## src/mips_isa_pkg.sv

```systemverilog
package mips_isa_pkg;

	typedef logic [31:0] word_t;	// data / address word
	typedef logic [4:0] reg_addr_t;	// register number

	localparam word_t reset_pc = 32'h0000_4000;	// first fetch
	localparam int mem_words = 1024;	// unified memory depth
	localparam int mem_aw = $clog2(mem_words);	// word index bits
	localparam reg_addr_t link_reg = 5'd31;	// jal return register

	// primary opcodes, bits 31:26
	typedef enum logic [5:0] {
		op_rtype = 6'h00,
		op_j     = 6'h02,
		op_jal   = 6'h03,
		op_beq   = 6'h04,
		op_bne   = 6'h05,
		op_addiu = 6'h09,
		op_slti  = 6'h0a,
		op_andi  = 6'h0c,
		op_ori   = 6'h0d,
		op_lw    = 6'h23,
		op_sw    = 6'h2b
	} opcode_e;

	// r-type function field, bits 5:0
	typedef enum logic [5:0] {
		f_sll  = 6'h00,
		f_srl  = 6'h02,
		f_addu = 6'h21,
		f_subu = 6'h23,
		f_and  = 6'h24,
		f_or   = 6'h25,
		f_xor  = 6'h26,
		f_nor  = 6'h27,
		f_slt  = 6'h2a
	} funct_e;

	// r-type layout; imm is [15:0], jump target is [25:0]
	typedef struct packed {
		logic [5:0] opcode;
		reg_addr_t rs;
		reg_addr_t rt;
		reg_addr_t rd;
		logic [4:0] shamt;
		logic [5:0] funct;
	} instr_t;

endpackage

```

## src/mips_ctrl_pkg.sv

```systemverilog
package mips_ctrl_pkg;

	typedef enum logic [3:0] {
		alu_add,
		alu_sub,
		alu_and,
		alu_or,
		alu_xor,
		alu_nor,
		alu_slt,
		alu_sll,
		alu_srl
	} alu_op_e;

	typedef enum logic [1:0] {
		src_a_reg,	// A register
		src_a_pc,
		src_a_shamt	// shift amount from ir
	} src_a_e;

	typedef enum logic [1:0] {
		src_b_reg,	// B register
		src_b_ext,	// extended imm
		src_b_four,
		src_b_ext_sh2	// branch offset
	} src_b_e;

	typedef enum logic [1:0] {dst_rt, dst_rd, dst_link} reg_dst_e;

	typedef enum logic [1:0] {pc_src_alu, pc_src_alu_out, pc_src_jump} pc_src_e;

	typedef enum logic [3:0] {
		st_fetch,
		st_decode,
		st_mem_addr,
		st_mem_rd,
		st_mem_wb,
		st_mem_wr,
		st_r_exec,
		st_i_exec,
		st_alu_wb,
		st_branch,
		st_jump,
		st_halt
	} ctrl_state_e;

	typedef struct packed {
		logic pc_write;	// unconditional pc load
		logic branch_eq;
		logic branch_ne;
		logic i_or_d;	// 1 = data address from alu_out
		logic mem_write;
		logic ir_write;
		logic reg_write;
		logic mem_to_reg;
		logic zero_ext;	// logical immediates
		src_a_e alu_src_a;
		src_b_e alu_src_b;
		reg_dst_e reg_dst;
		pc_src_e pc_src;
		alu_op_e alu_op;
	} ctrl_word_t;

	// nothing written, alu adds A and B
	localparam ctrl_word_t ctrl_idle = '{
		pc_write: 1'b0, branch_eq: 1'b0, branch_ne: 1'b0, i_or_d: 1'b0,
		mem_write: 1'b0, ir_write: 1'b0, reg_write: 1'b0, mem_to_reg: 1'b0,
		zero_ext: 1'b0, alu_src_a: src_a_reg, alu_src_b: src_b_reg,
		reg_dst: dst_rt, pc_src: pc_src_alu, alu_op: alu_add
	};

endpackage

```

## src/mips_alu.sv

```systemverilog
`timescale 1ns/10ps

module mips_alu (
	input mips_isa_pkg::word_t a,
	input mips_isa_pkg::word_t b,
	input mips_ctrl_pkg::alu_op_e op,
	output mips_isa_pkg::word_t result,
	output logic zero
);

	always_comb begin
		case (op)
			mips_ctrl_pkg::alu_add: result = a + b;
			mips_ctrl_pkg::alu_sub: result = a - b;	// also the beq/bne compare
			mips_ctrl_pkg::alu_and: result = a & b;
			mips_ctrl_pkg::alu_or:  result = a | b;
			mips_ctrl_pkg::alu_xor: result = a ^ b;
			mips_ctrl_pkg::alu_nor: result = ~(a | b);
			mips_ctrl_pkg::alu_slt: begin
				// signed compare, result is 0 or 1
				result = {31'b0, $signed(a) < $signed(b)};
			end
			mips_ctrl_pkg::alu_sll: result = b << a[4:0];	// shamt comes in on a
			mips_ctrl_pkg::alu_srl: result = b >> a[4:0];	// logical, zero fill
			default: result = '0;
		endcase
	end

	assign zero = (result == '0);	// branch condition

endmodule

```

## src/mips_regfile.sv

```systemverilog
`timescale 1ns/10ps

module mips_regfile (
	input logic clk,
	input logic rstb,
	input mips_isa_pkg::reg_addr_t rd_addr1,
	input mips_isa_pkg::reg_addr_t rd_addr2,
	input mips_isa_pkg::reg_addr_t wr_addr,
	input mips_isa_pkg::word_t wr_data,
	input logic wr_ena,
	output mips_isa_pkg::word_t rd_data1,
	output mips_isa_pkg::word_t rd_data2
);

	mips_isa_pkg::word_t regs [32];

	always_ff @(posedge clk) begin
		if (!rstb) begin
			for (int i = 0; i < 32; i++) regs[i] <= '0;
		end else if (wr_ena && wr_addr != '0) begin	// $zero stays 0
			regs[wr_addr] <= wr_data;
		end
	end

	// async read ports
	assign rd_data1 = regs[rd_addr1];
	assign rd_data2 = regs[rd_addr2];

endmodule

```

## src/mips_control.sv

```systemverilog
`timescale 1ns/10ps

module mips_control (
	input logic clk,
	input logic rstb,
	input mips_isa_pkg::instr_t instr,
	output mips_ctrl_pkg::ctrl_state_e state,
	output mips_ctrl_pkg::ctrl_word_t ctrl
);

	mips_ctrl_pkg::ctrl_state_e next_state;
	mips_ctrl_pkg::alu_op_e r_op;	// alu op for r-type funct
	logic r_known;	// funct is supported
	logic is_shift;

	// alu decoder
	always_comb begin
		r_known = 1'b1;
		is_shift = 1'b0;
		case (instr.funct)
			mips_isa_pkg::f_addu: r_op = mips_ctrl_pkg::alu_add;
			mips_isa_pkg::f_subu: r_op = mips_ctrl_pkg::alu_sub;
			mips_isa_pkg::f_and:  r_op = mips_ctrl_pkg::alu_and;
			mips_isa_pkg::f_or:   r_op = mips_ctrl_pkg::alu_or;
			mips_isa_pkg::f_xor:  r_op = mips_ctrl_pkg::alu_xor;
			mips_isa_pkg::f_nor:  r_op = mips_ctrl_pkg::alu_nor;
			mips_isa_pkg::f_slt:  r_op = mips_ctrl_pkg::alu_slt;
			mips_isa_pkg::f_sll: begin
				r_op = mips_ctrl_pkg::alu_sll;
				is_shift = 1'b1;
			end
			mips_isa_pkg::f_srl: begin
				r_op = mips_ctrl_pkg::alu_srl;
				is_shift = 1'b1;
			end
			default: begin
				r_op = mips_ctrl_pkg::alu_add;
				r_known = 1'b0;	// goes to halt
			end
		endcase
	end

	always_ff @(posedge clk) begin
		if (!rstb) state <= mips_ctrl_pkg::st_fetch;
		else state <= next_state;
	end

	// next state, opcode only looked at in decode and mem_addr
	always_comb begin
		next_state = mips_ctrl_pkg::st_fetch;	// most states end here
		case (state)
			mips_ctrl_pkg::st_fetch: next_state = mips_ctrl_pkg::st_decode;
			mips_ctrl_pkg::st_decode: begin
				case (instr.opcode)
					mips_isa_pkg::op_rtype:
						next_state = r_known ? mips_ctrl_pkg::st_r_exec : mips_ctrl_pkg::st_halt;
					mips_isa_pkg::op_lw, mips_isa_pkg::op_sw:
						next_state = mips_ctrl_pkg::st_mem_addr;
					mips_isa_pkg::op_addiu, mips_isa_pkg::op_slti,
					mips_isa_pkg::op_andi, mips_isa_pkg::op_ori:
						next_state = mips_ctrl_pkg::st_i_exec;
					mips_isa_pkg::op_beq, mips_isa_pkg::op_bne:
						next_state = mips_ctrl_pkg::st_branch;
					mips_isa_pkg::op_j, mips_isa_pkg::op_jal:
						next_state = mips_ctrl_pkg::st_jump;
					default: next_state = mips_ctrl_pkg::st_halt;	// unknown opcode
				endcase
			end
			mips_ctrl_pkg::st_mem_addr:
				next_state = (instr.opcode == mips_isa_pkg::op_lw) ?
					mips_ctrl_pkg::st_mem_rd : mips_ctrl_pkg::st_mem_wr;
			mips_ctrl_pkg::st_mem_rd: next_state = mips_ctrl_pkg::st_mem_wb;
			mips_ctrl_pkg::st_r_exec, mips_ctrl_pkg::st_i_exec:
				next_state = mips_ctrl_pkg::st_alu_wb;
			mips_ctrl_pkg::st_halt: next_state = mips_ctrl_pkg::st_halt;	// stuck until reset
			default: next_state = mips_ctrl_pkg::st_fetch;
		endcase
	end

	// control word per state
	always_comb begin
		ctrl = mips_ctrl_pkg::ctrl_idle;
		case (state)
			mips_ctrl_pkg::st_fetch: begin	// ir <= mem[pc], pc <= pc + 4
				ctrl.pc_write = 1'b1;
				ctrl.ir_write = 1'b1;
				ctrl.alu_src_a = mips_ctrl_pkg::src_a_pc;
				ctrl.alu_src_b = mips_ctrl_pkg::src_b_four;
			end
			mips_ctrl_pkg::st_decode: begin	// branch target into alu_out
				ctrl.alu_src_a = mips_ctrl_pkg::src_a_pc;
				ctrl.alu_src_b = mips_ctrl_pkg::src_b_ext_sh2;
			end
			mips_ctrl_pkg::st_mem_addr: ctrl.alu_src_b = mips_ctrl_pkg::src_b_ext;
			mips_ctrl_pkg::st_mem_rd: ctrl.i_or_d = 1'b1;
			mips_ctrl_pkg::st_mem_wb: begin
				ctrl.reg_write = 1'b1;
				ctrl.mem_to_reg = 1'b1;	// rt <= mdr
			end
			mips_ctrl_pkg::st_mem_wr: begin
				ctrl.i_or_d = 1'b1;
				ctrl.mem_write = 1'b1;
			end
			mips_ctrl_pkg::st_r_exec: begin
				ctrl.alu_src_a = is_shift ? mips_ctrl_pkg::src_a_shamt : mips_ctrl_pkg::src_a_reg;
				ctrl.alu_op = r_op;
			end
			mips_ctrl_pkg::st_i_exec: begin
				ctrl.alu_src_b = mips_ctrl_pkg::src_b_ext;
				case (instr.opcode)
					mips_isa_pkg::op_slti: ctrl.alu_op = mips_ctrl_pkg::alu_slt;
					mips_isa_pkg::op_andi: begin
						ctrl.alu_op = mips_ctrl_pkg::alu_and;
						ctrl.zero_ext = 1'b1;
					end
					mips_isa_pkg::op_ori: begin
						ctrl.alu_op = mips_ctrl_pkg::alu_or;
						ctrl.zero_ext = 1'b1;
					end
					default: ctrl.alu_op = mips_ctrl_pkg::alu_add;	// addiu
				endcase
			end
			mips_ctrl_pkg::st_alu_wb: begin
				ctrl.reg_write = 1'b1;
				ctrl.reg_dst = (instr.opcode == mips_isa_pkg::op_rtype) ?
					mips_ctrl_pkg::dst_rd : mips_ctrl_pkg::dst_rt;
			end
			mips_ctrl_pkg::st_branch: begin	// compare A and B, target from alu_out
				ctrl.alu_op = mips_ctrl_pkg::alu_sub;
				ctrl.pc_src = mips_ctrl_pkg::pc_src_alu_out;
				ctrl.branch_eq = (instr.opcode == mips_isa_pkg::op_beq);
				ctrl.branch_ne = (instr.opcode == mips_isa_pkg::op_bne);
			end
			mips_ctrl_pkg::st_jump: begin
				ctrl.pc_write = 1'b1;
				ctrl.pc_src = mips_ctrl_pkg::pc_src_jump;
				if (instr.opcode == mips_isa_pkg::op_jal) begin
					ctrl.reg_write = 1'b1;	// $ra <= pc
					ctrl.reg_dst = mips_ctrl_pkg::dst_link;
				end
			end
			default: ctrl = mips_ctrl_pkg::ctrl_idle;	// halt
		endcase
	end

endmodule

```

## src/mips_core.sv

```systemverilog
`timescale 1ns/10ps

module mips_core (
	input logic clk,
	input logic rstb,
	input mips_isa_pkg::word_t mem_rd_data,
	output mips_isa_pkg::word_t mem_addr,
	output mips_isa_pkg::word_t mem_wr_data,
	output logic mem_wr_ena,
	output mips_isa_pkg::word_t pc
);

	mips_isa_pkg::instr_t ir;
	mips_isa_pkg::word_t a_reg, b_reg, alu_out, mdr;	// multicycle holding regs
	mips_isa_pkg::word_t rd_data1, rd_data2;
	mips_isa_pkg::word_t src_a, src_b, alu_result;
	mips_isa_pkg::word_t ext_imm, jump_target, wr_data;
	mips_isa_pkg::reg_addr_t wr_addr;
	mips_ctrl_pkg::ctrl_word_t ctrl;
	mips_ctrl_pkg::ctrl_state_e state;
	logic zero;
	logic pc_en;

	mips_control u_control (
		.clk(clk),
		.rstb(rstb),
		.instr(ir),
		.state(state),
		.ctrl(ctrl)
	);

	// sign or zero extended imm
	assign ext_imm = ctrl.zero_ext ? {16'b0, ir[15:0]} : {{16{ir[15]}}, ir[15:0]};
	assign jump_target = {pc[31:28], ir[25:0], 2'b00};	// pc already +4

	// alu operand muxes
	always_comb begin
		case (ctrl.alu_src_a)
			mips_ctrl_pkg::src_a_pc: src_a = pc;
			mips_ctrl_pkg::src_a_shamt: src_a = {27'b0, ir.shamt};
			default: src_a = a_reg;
		endcase
		case (ctrl.alu_src_b)
			mips_ctrl_pkg::src_b_ext: src_b = ext_imm;
			mips_ctrl_pkg::src_b_four: src_b = 32'd4;
			mips_ctrl_pkg::src_b_ext_sh2: src_b = {ext_imm[29:0], 2'b00};
			default: src_b = b_reg;
		endcase
	end

	mips_alu u_alu (
		.a(src_a),
		.b(src_b),
		.op(ctrl.alu_op),
		.result(alu_result),
		.zero(zero)
	);

	// writeback select
	always_comb begin
		case (ctrl.reg_dst)
			mips_ctrl_pkg::dst_rd: wr_addr = ir.rd;
			mips_ctrl_pkg::dst_link: wr_addr = mips_isa_pkg::link_reg;
			default: wr_addr = ir.rt;
		endcase
		if (ctrl.reg_dst == mips_ctrl_pkg::dst_link) wr_data = pc;	// jal return addr
		else if (ctrl.mem_to_reg) wr_data = mdr;
		else wr_data = alu_out;
	end

	mips_regfile u_regfile (
		.clk(clk),
		.rstb(rstb),
		.rd_addr1(ir.rs),
		.rd_addr2(ir.rt),
		.wr_addr(wr_addr),
		.wr_data(wr_data),
		.wr_ena(ctrl.reg_write),
		.rd_data1(rd_data1),
		.rd_data2(rd_data2)
	);

	assign pc_en = ctrl.pc_write | (ctrl.branch_eq & zero) | (ctrl.branch_ne & ~zero);

	// pc and ir
	always_ff @(posedge clk) begin
		if (!rstb) begin
			pc <= mips_isa_pkg::reset_pc;
			ir <= '0;
		end else begin
			if (ctrl.ir_write) ir <= mem_rd_data;
			if (pc_en) begin
				case (ctrl.pc_src)
					mips_ctrl_pkg::pc_src_alu_out: pc <= alu_out;	// branch target
					mips_ctrl_pkg::pc_src_jump: pc <= jump_target;
					default: pc <= alu_result;	// pc + 4
				endcase
			end
		end
	end

	// datapath regs, no reset
	always_ff @(posedge clk) begin
		a_reg <= rd_data1;
		b_reg <= rd_data2;
		alu_out <= alu_result;
		if (state == mips_ctrl_pkg::st_mem_rd) mdr <= mem_rd_data;	// lw data
	end

	assign mem_addr = ctrl.i_or_d ? alu_out : pc;
	assign mem_wr_data = b_reg;	// sw stores rt
	assign mem_wr_ena = ctrl.mem_write;

endmodule

```

## config.mk

```make
export PLATFORM = sky130hd
export DESIGN_NAME = mips_core
export DESIGN_NICKNAME = d
export VERILOG_FILES = /design/src/mips_isa_pkg.sv /design/src/mips_ctrl_pkg.sv /design/src/mips_alu.sv /design/src/mips_regfile.sv /design/src/mips_control.sv /design/src/mips_core.sv
export SDC_FILE = /design/constraint.sdc
export NUM_CORES = 2
export LEC_CHECK = 0
export ABC_CLOCK_PERIOD_IN_PS = 6900
export BUFFER_PORTS_ARGS = -buffer_cell sky130_fd_sc_hd__clkbuf_2
export CORE_ASPECT_RATIO = 0.6
export CORE_MARGIN = 2
export CORE_UTILIZATION = 35
export DETAILED_ROUTE_END_ITERATION = 6
export PLACE_DENSITY = 0.51
export SETUP_SLACK_MARGIN = 0.3
export SYNTH_ARGS = -nofsm -noshare
export SYNTH_HDL_FRONTEND = slang
export SYNTH_SLANG_ARGS = --single-unit
```

## constraint.sdc

```tcl
create_clock -name clk -period 6.9 [get_ports clk]
set_input_delay 0.69 -clock clk [delete_from_list [all_inputs] [get_ports clk]]
set_output_delay 0.69 -clock clk [all_outputs]
set_load 0.005 [all_outputs]
```

# Word level (Yosys, flattened, before mapping)
# Memories as Yosys holds them, arrays and structs flattened. A register that Yosys moved wholly into a read port is not among the register bits.
# Cells that the tools add are included.
[classes]
magnitude_cmp = 1
mul = 0
reduce_logical = 22
n_eq_ne = 46
div_mod_pow = 0
n_addsub = 2
mux = 42
n_bitwise = 10
shift = 2
[op_table]
columns = ["operator", "count"]
rows = [
  ["32-bit one-hot mux with 9 select lines", 1],
  ["32-bit 2-to-1 mux", 5],
  ["32-bit one-hot mux with 2 select lines", 2],
  ["32-bit one-hot mux with 3 select lines", 1],
  ["6-bit equality test (second input constant)", 9],
  ["32-bit adder", 1],
  ["32-bit bitwise AND", 1],
  ["4-bit by 3-bit equality test with 1-bit output (second input constant)", 8],
  ["32-bit zero test", 1],
  ["32-bit less-than comparator", 1],
  ["32-bit inverter", 1],
  ["32-bit OR", 1],
  ["4-bit one-hot mux with 8 select lines", 1],
  ["32-bit OR reduction", 1],
  ["32-bit by 5-bit left shift with 32-bit output", 1],
  ["32-bit by 5-bit right shift with 32-bit output", 1],
  ["32-bit subtractor", 1],
  ["32-bit XOR", 1],
  ["6-bit by 4-bit equality test with 1-bit output (second input constant)", 4],
  ["4-bit one-hot mux with 6 select lines", 1],
  ["2-bit OR reduction", 11],
  ["4-bit equality test (second input constant)", 5],
  ["4-bit one-hot mux with 5 select lines", 1],
  ["6-bit by 2-bit equality test with 1-bit output (second input constant)", 3],
  ["26 further kinds", 62],
]
[totals]
latch_bits = 0
in_bits = 34
mem_count = 1
out_inout_bits = 97
ramBits = 1024
ff_bits = 132
romBits = 0
[mem_list]
columns = ["name", "words", "word_bits", "read_ports", "rd_ports_with_merged_regs", "write_ports", "line", "source"]
rows = [
  ["u_regfile.regs", 32, 32, 2, 2, 32, "mips_regfile.sv:15", "mips_isa_pkg::word_t regs [32];"],
]

# Longest topological paths before layout
[depth]
depth_word = 15
depth_mapped = 32
ltp_nobuf = 23

# By module
# Synthesis repeated with hierarchy kept, for this count alone.
[hier_totals]
cells_unflattened = 6885
area_unflattened_um2 = 74186.2
[by_module_without_submodules]
columns = ["mod", "area_each_um2", "seq_area_each_um2", "cells_per_inst", "instances"]
rows = [
  ["mips_regfile", 55717.2, 30749.5, 4609, 1],
  ["mips_alu", 9765.6, 0.0, 1379, 1],
  ["mips_core", 7902.6, 4164.0, 777, 1],
  ["mips_control", 800.8, 80.1, 120, 1],
]

# Least setup slack after synthesis
# No wires, ideal clock.
[synth_timing]
path_kind = "reg2reg"
from = "register u_control.state[3]"
to = "register pc[14]"
path_stages_with_launch = 31
period_less_slack_ps = 7559
path_buffers = 11
arrival_ps = 7434
setup_ps = 125
slack_ps = -659
path_cell_list = "dfxtp_1 -> buf_2 -> buf_2 -> buf_2 -> clkbuf_1 -> nor3_1 -> ha_1 -> buf_2 -> inv_1 -> a21oi_2 -> buf_2 -> buf_1 -> clkbuf_1 -> buf_1 -> ha_1 -> nand2b_1 -> o311ai_0 -> a2111oi_2 -> o41ai_2 -> a21oi_1 -> xnor2_1 -> a221o_1 -> nor3_1 -> or3b_2 -> nor4_1 -> nand4_1 -> or4_4 -> and3_1 -> buf_6 -> buf_6 -> mux2i_1"
[synth_between]
elab_chain_cells = 12
elab_cells_between_ends = 53
[synth_lines]
columns = ["item", "line", "source"]
rows = [
  ["start: declaration", "mips_control.sv:7", "output mips_ctrl_pkg::ctrl_state_e state,"],
  ["start signal: assignment", "mips_control.sv:44", "if (!rstb) state <= mips_ctrl_pkg::st_fetch;"],
  ["start signal: assignment", "mips_control.sv:45", "else state <= next_state;"],
  ["branches (longest 12 deep; another with 32-bit subtractor)", "-", ""],
  ["end signal: assignment", "mips_core.sv:88", "pc <= mips_isa_pkg::reset_pc;"],
  ["end signal: assignment", "mips_core.sv:94", "mips_ctrl_pkg::pc_src_alu_out: pc <= alu_out;"],
  ["end signal: assignment", "mips_core.sv:95", "mips_ctrl_pkg::pc_src_jump: pc <= jump_target;"],
  ["end: declaration", "mips_core.sv:10", "output mips_isa_pkg::word_t pc"],
]
# Several ways; the timed one is not identified.
# A chain may end at the register's enable or synchronous reset.

# Worst setup path after layout
[layout_timing]
from = "register ir[3] (netlist name)"
to = "register pc[16]"
[layout_between]
elab_chain_cells = 14
elab_cells_between_ends = 45
[layout_lines]
columns = ["item", "line", "source"]
rows = [
  ["start: declaration", "mips_core.sv:13", "mips_isa_pkg::instr_t ir;"],
  ["start signal: assignment", "mips_core.sv:91", "if (ctrl.ir_write) ir <= mem_rd_data;"],
  ["branches (longest 9 deep; another with 32-bit subtractor)", "-", ""],
  ["32-bit one-hot mux with 9 select lines *", "mips_alu.sv:12", "case (op)"],
  ["net alu_result[14]", "mips_core.sv:16", "mips_isa_pkg::word_t src_a, src_b, alu_result;"],
  ["32-bit zero test *", "mips_alu.sv:29", "assign zero = (result == '0);"],
  ["1-bit bitwise AND or 1-bit inverter (tied branches)", "mips_core.sv:83", "assign pc_en = ctrl.pc_write | (ctrl.branch_eq & zero) | (ctrl.branch_ne & ~zero);"],
  ["1-bit OR or 1-bit bitwise AND (tied branches)", "mips_core.sv:83", ""],
  ["1-bit OR *", "mips_core.sv:83", ""],
]
# Mark *: on every way through the listed nets, which the timed path passes.

==> results.toml <==
[clock_tree]
numCtsBuffers = 115
clockBufferDepth = 3
htreeDepth = 3
tritoncts = "yes"
root_buffer = "clkbuf_16"
cts_sinks = 1220
path_clk_slew_ps = 70
clkLatencyLatePin_ps = 770

[global_route]
grt_pass1_vias = 52043
grt_pass1_wl_um = 453000
grt.met2_usage = 0.404
met3_usage = 0.138
track_usage = 0.325
grtUsageMet1 = 0.509
grt_max_degree = 124
gr-total-overflow = 0
grt_busiest_layer = "met1"
antenna_found_initial = 18

[min_path]
hold_start = "mem_rd_data[25]"
holdPathStages = 1
min_path_type = "primary input to flip-flop"
hold_end = "mdr[25]"

[layout]
area_delta_synth_final_pct = 18.0
nNetsFinal = 6141
drive_gt1_frac = 0.324
utilization = 0.417
final_cells = 8731
top_register = "u_regfile.regs"
largest_register_ffs = 1024

[synthesis]
synthAdderAreaFrac = 0.0191
synth_seq_area_share = 0.502
ys_warn_count = 0
ys.flop_type = "edfxtp_1"
netlist_area_mm2 = 0.0697
ys_types = 100
synth_common_cells = "nor2_1, edfxtp_1, mux4_2, clkbuf_1, nand2_1"
synth-async-reset-ratio = 0
yosys.area.top_type_share = 0.455
synth_compound_area_frac = 0.0834
synth-xor-area-share = 0.00325
syn_area_per_cell_um2 = 12.4
ys_ff_latch = 1220
synth_largest_area_cell = "edfxtp_1"
synth.area.top_cells = "edfxtp_1, mux4_2, nor2_1"
synth-simple-area-share = 0.116
synth.most_common_cell = "nor2_1"
syn-instance-count = 5618
synth_edf_count = 1056
muxShareOfSynthArea = 0.240
synth_top_family_by_area = "multiplexers"

[floorplan]
initial_core_util = 0.353
dieArea_mm2 = 0.203
ios = 131
die_w_um = 580
coreArea_mm2 = 0.197
fp.dieH_um = 350
rows = 126

[routing]
avgRoutedWirePerCell_um = 38.6
drtIter0Drc = 8992
wl_um = 337000
post_drt_via_cell_ratio = 6.44
detail_route.first_pass.iterations = 6
postRouteAntennaNets = 0
drc = 0
vias = 56238

[placed_design]
place_hpwl_um = 238000
place_inst = 8485
gp_congestion = 1.09
portBuffers = 130

[setup_path]
cp_max_fo = 15
regToRegEndpoint = "pc[16]"
timing.rr.start = "ir[3]"
worstSetupPathType = "flip-flop to flip-flop"
cp.arrival_ps = 7840
cp-start-kind = "flip-flop"
worst_ep_required_time_ps = 7510
r2r_cells = 24
ff2ff_setup_slack_ps = -340
endpoint_kind = "flip-flop"

[timing]
worst_pin_slew_ps = 1520
holdWs_ps = 122
drv_slew = 2
relSlewSlack = -0.0429
finClkSkew_ps = 58.1
setup_viol = 32
period_minus_slack_ps = 7240
grt_setup_unrepaired = "true"
period_share = 1.05
finalHoldViolations = 0
worst_slack_ps = -338
clock.fmax_mhz = 138

[run]
drv_cap = 1

[outcome]
violations = "capacitance limit, slew limit, setup timing"
status = "finished with violations"
==> placed cells by master (no fill, tap or decap), types with 24 or more instances in the layout <==
cell type / instances
a211oi_1: 46
a21oi_1: 150
a21oi_2: 41
a221o_1: 25
a221oi_1: 42
buf_12: 43
buf_4: 591
clkbuf_16: 117
clkbuf_2: 129
clkinv_1: 24
conb_1: 32
dfxtp_1: 151
edfxtp_1: 1056
ha_1: 88
inv_1: 112
mux2_2: 107
mux2i_1: 97
mux4_2: 644
nand2_1: 316
nand2_2: 63
nand3_1: 81
nand4_1: 34
nor2_1: 1166
nor3_1: 59
o211ai_1: 64
o21ai_0: 143
==> metrics by stage <==
| stage | instance area [um2] | setup slack [ps] | setup TNS [ps] |
|---|---|---|---|
| 2_1_floorplan | 70000 | 310 | 0 |
| 3_3_place_gp | 77400 | -1090 | -34060 |
| 5_1_grt | 82200 | -332 | -9040 |
| 4_1_cts | 81900 | 17.1 | 0 |
| 6_report | 82200 | -338 | -8810 |
| 3_5_place_dp | 77400 | -1100 | -33920 |
==> kinds of logic after synthesis <==
group,after synthesis
multiplexers,850
XOR/XNOR,25
buffers and inverters,661
flip-flops,1220
other,1
AND/OR/NAND/NOR,1914
adder cells (fa/ha/maj),105
AO/OA/AOI/OAI,842
==> layout make-up <==
type	instances	area [um2]
Fill cell	18377	115000
Sequential cell	1220	35000
Multi-Input combinational cell	3768	33400
Timing Repair Buffer	776	6140
Tap cell	2624	3280
Clock buffer	140	3020
Clock inverter	77	942
Inverter	121	457
Antenna cell	5	12.5
==> per-layer routing <==
layer  wire (um)  vias up
li1            -    22280
met1      154000    29641
met2      125000     3910
met3       50100      387
met4        7040       20
met5         706        -
==> what timing repair did <==
item                       CTS  global route
cloned                       1             3
pin swaps                   11            17
buffers inserted            12             8
hold buffers                 0             0
setup endpoints to repair   32            32
resized for setup           88            49
==> worst max path at each step <==
| stage | startpoint | endpoint | slack [ps] |
|---|---|---|---|
| 2_1_floorplan | ir[2] | pc[14] | 310 |
| 3_3_place_gp | u_control.state[0] | pc[5] | -1090 |
| 3_5_place_dp | u_control.state[2] | pc[7] | -1100 |
| 4_1_cts | ir[3] | pc[9] | 20 |
| 5_1_grt | ir[3] | pc[16] | -330 |
| 6_report | ir[3] | pc[16] | -340 |
==> worst max-delay path, cell delays in order (launching register included) <==
cell and delay, ps:
dfxtp_2 320, or4b_4 560, nor4_4 230, inv_2 80, ha_4 300, buf_12 140
nor2b_2 160, a21oi_4 250, buf_6 310, buf_4 270, nand2_1 110, nor4_2 570
a2111oi_0 340, o31ai_1 160, nand4_1 160, a211o_1 340, or4bb_4 550, nor4_4 610
buf_4 220, nand4_1 80, buf_4 180, or4_4 430, and3_4 280, clkbuf_16 220
mux2i_1 130
Power is left out: the tool's default activity adds up to more than one toggle a clock period on the data nets, which glitch-free logic cannot reach.
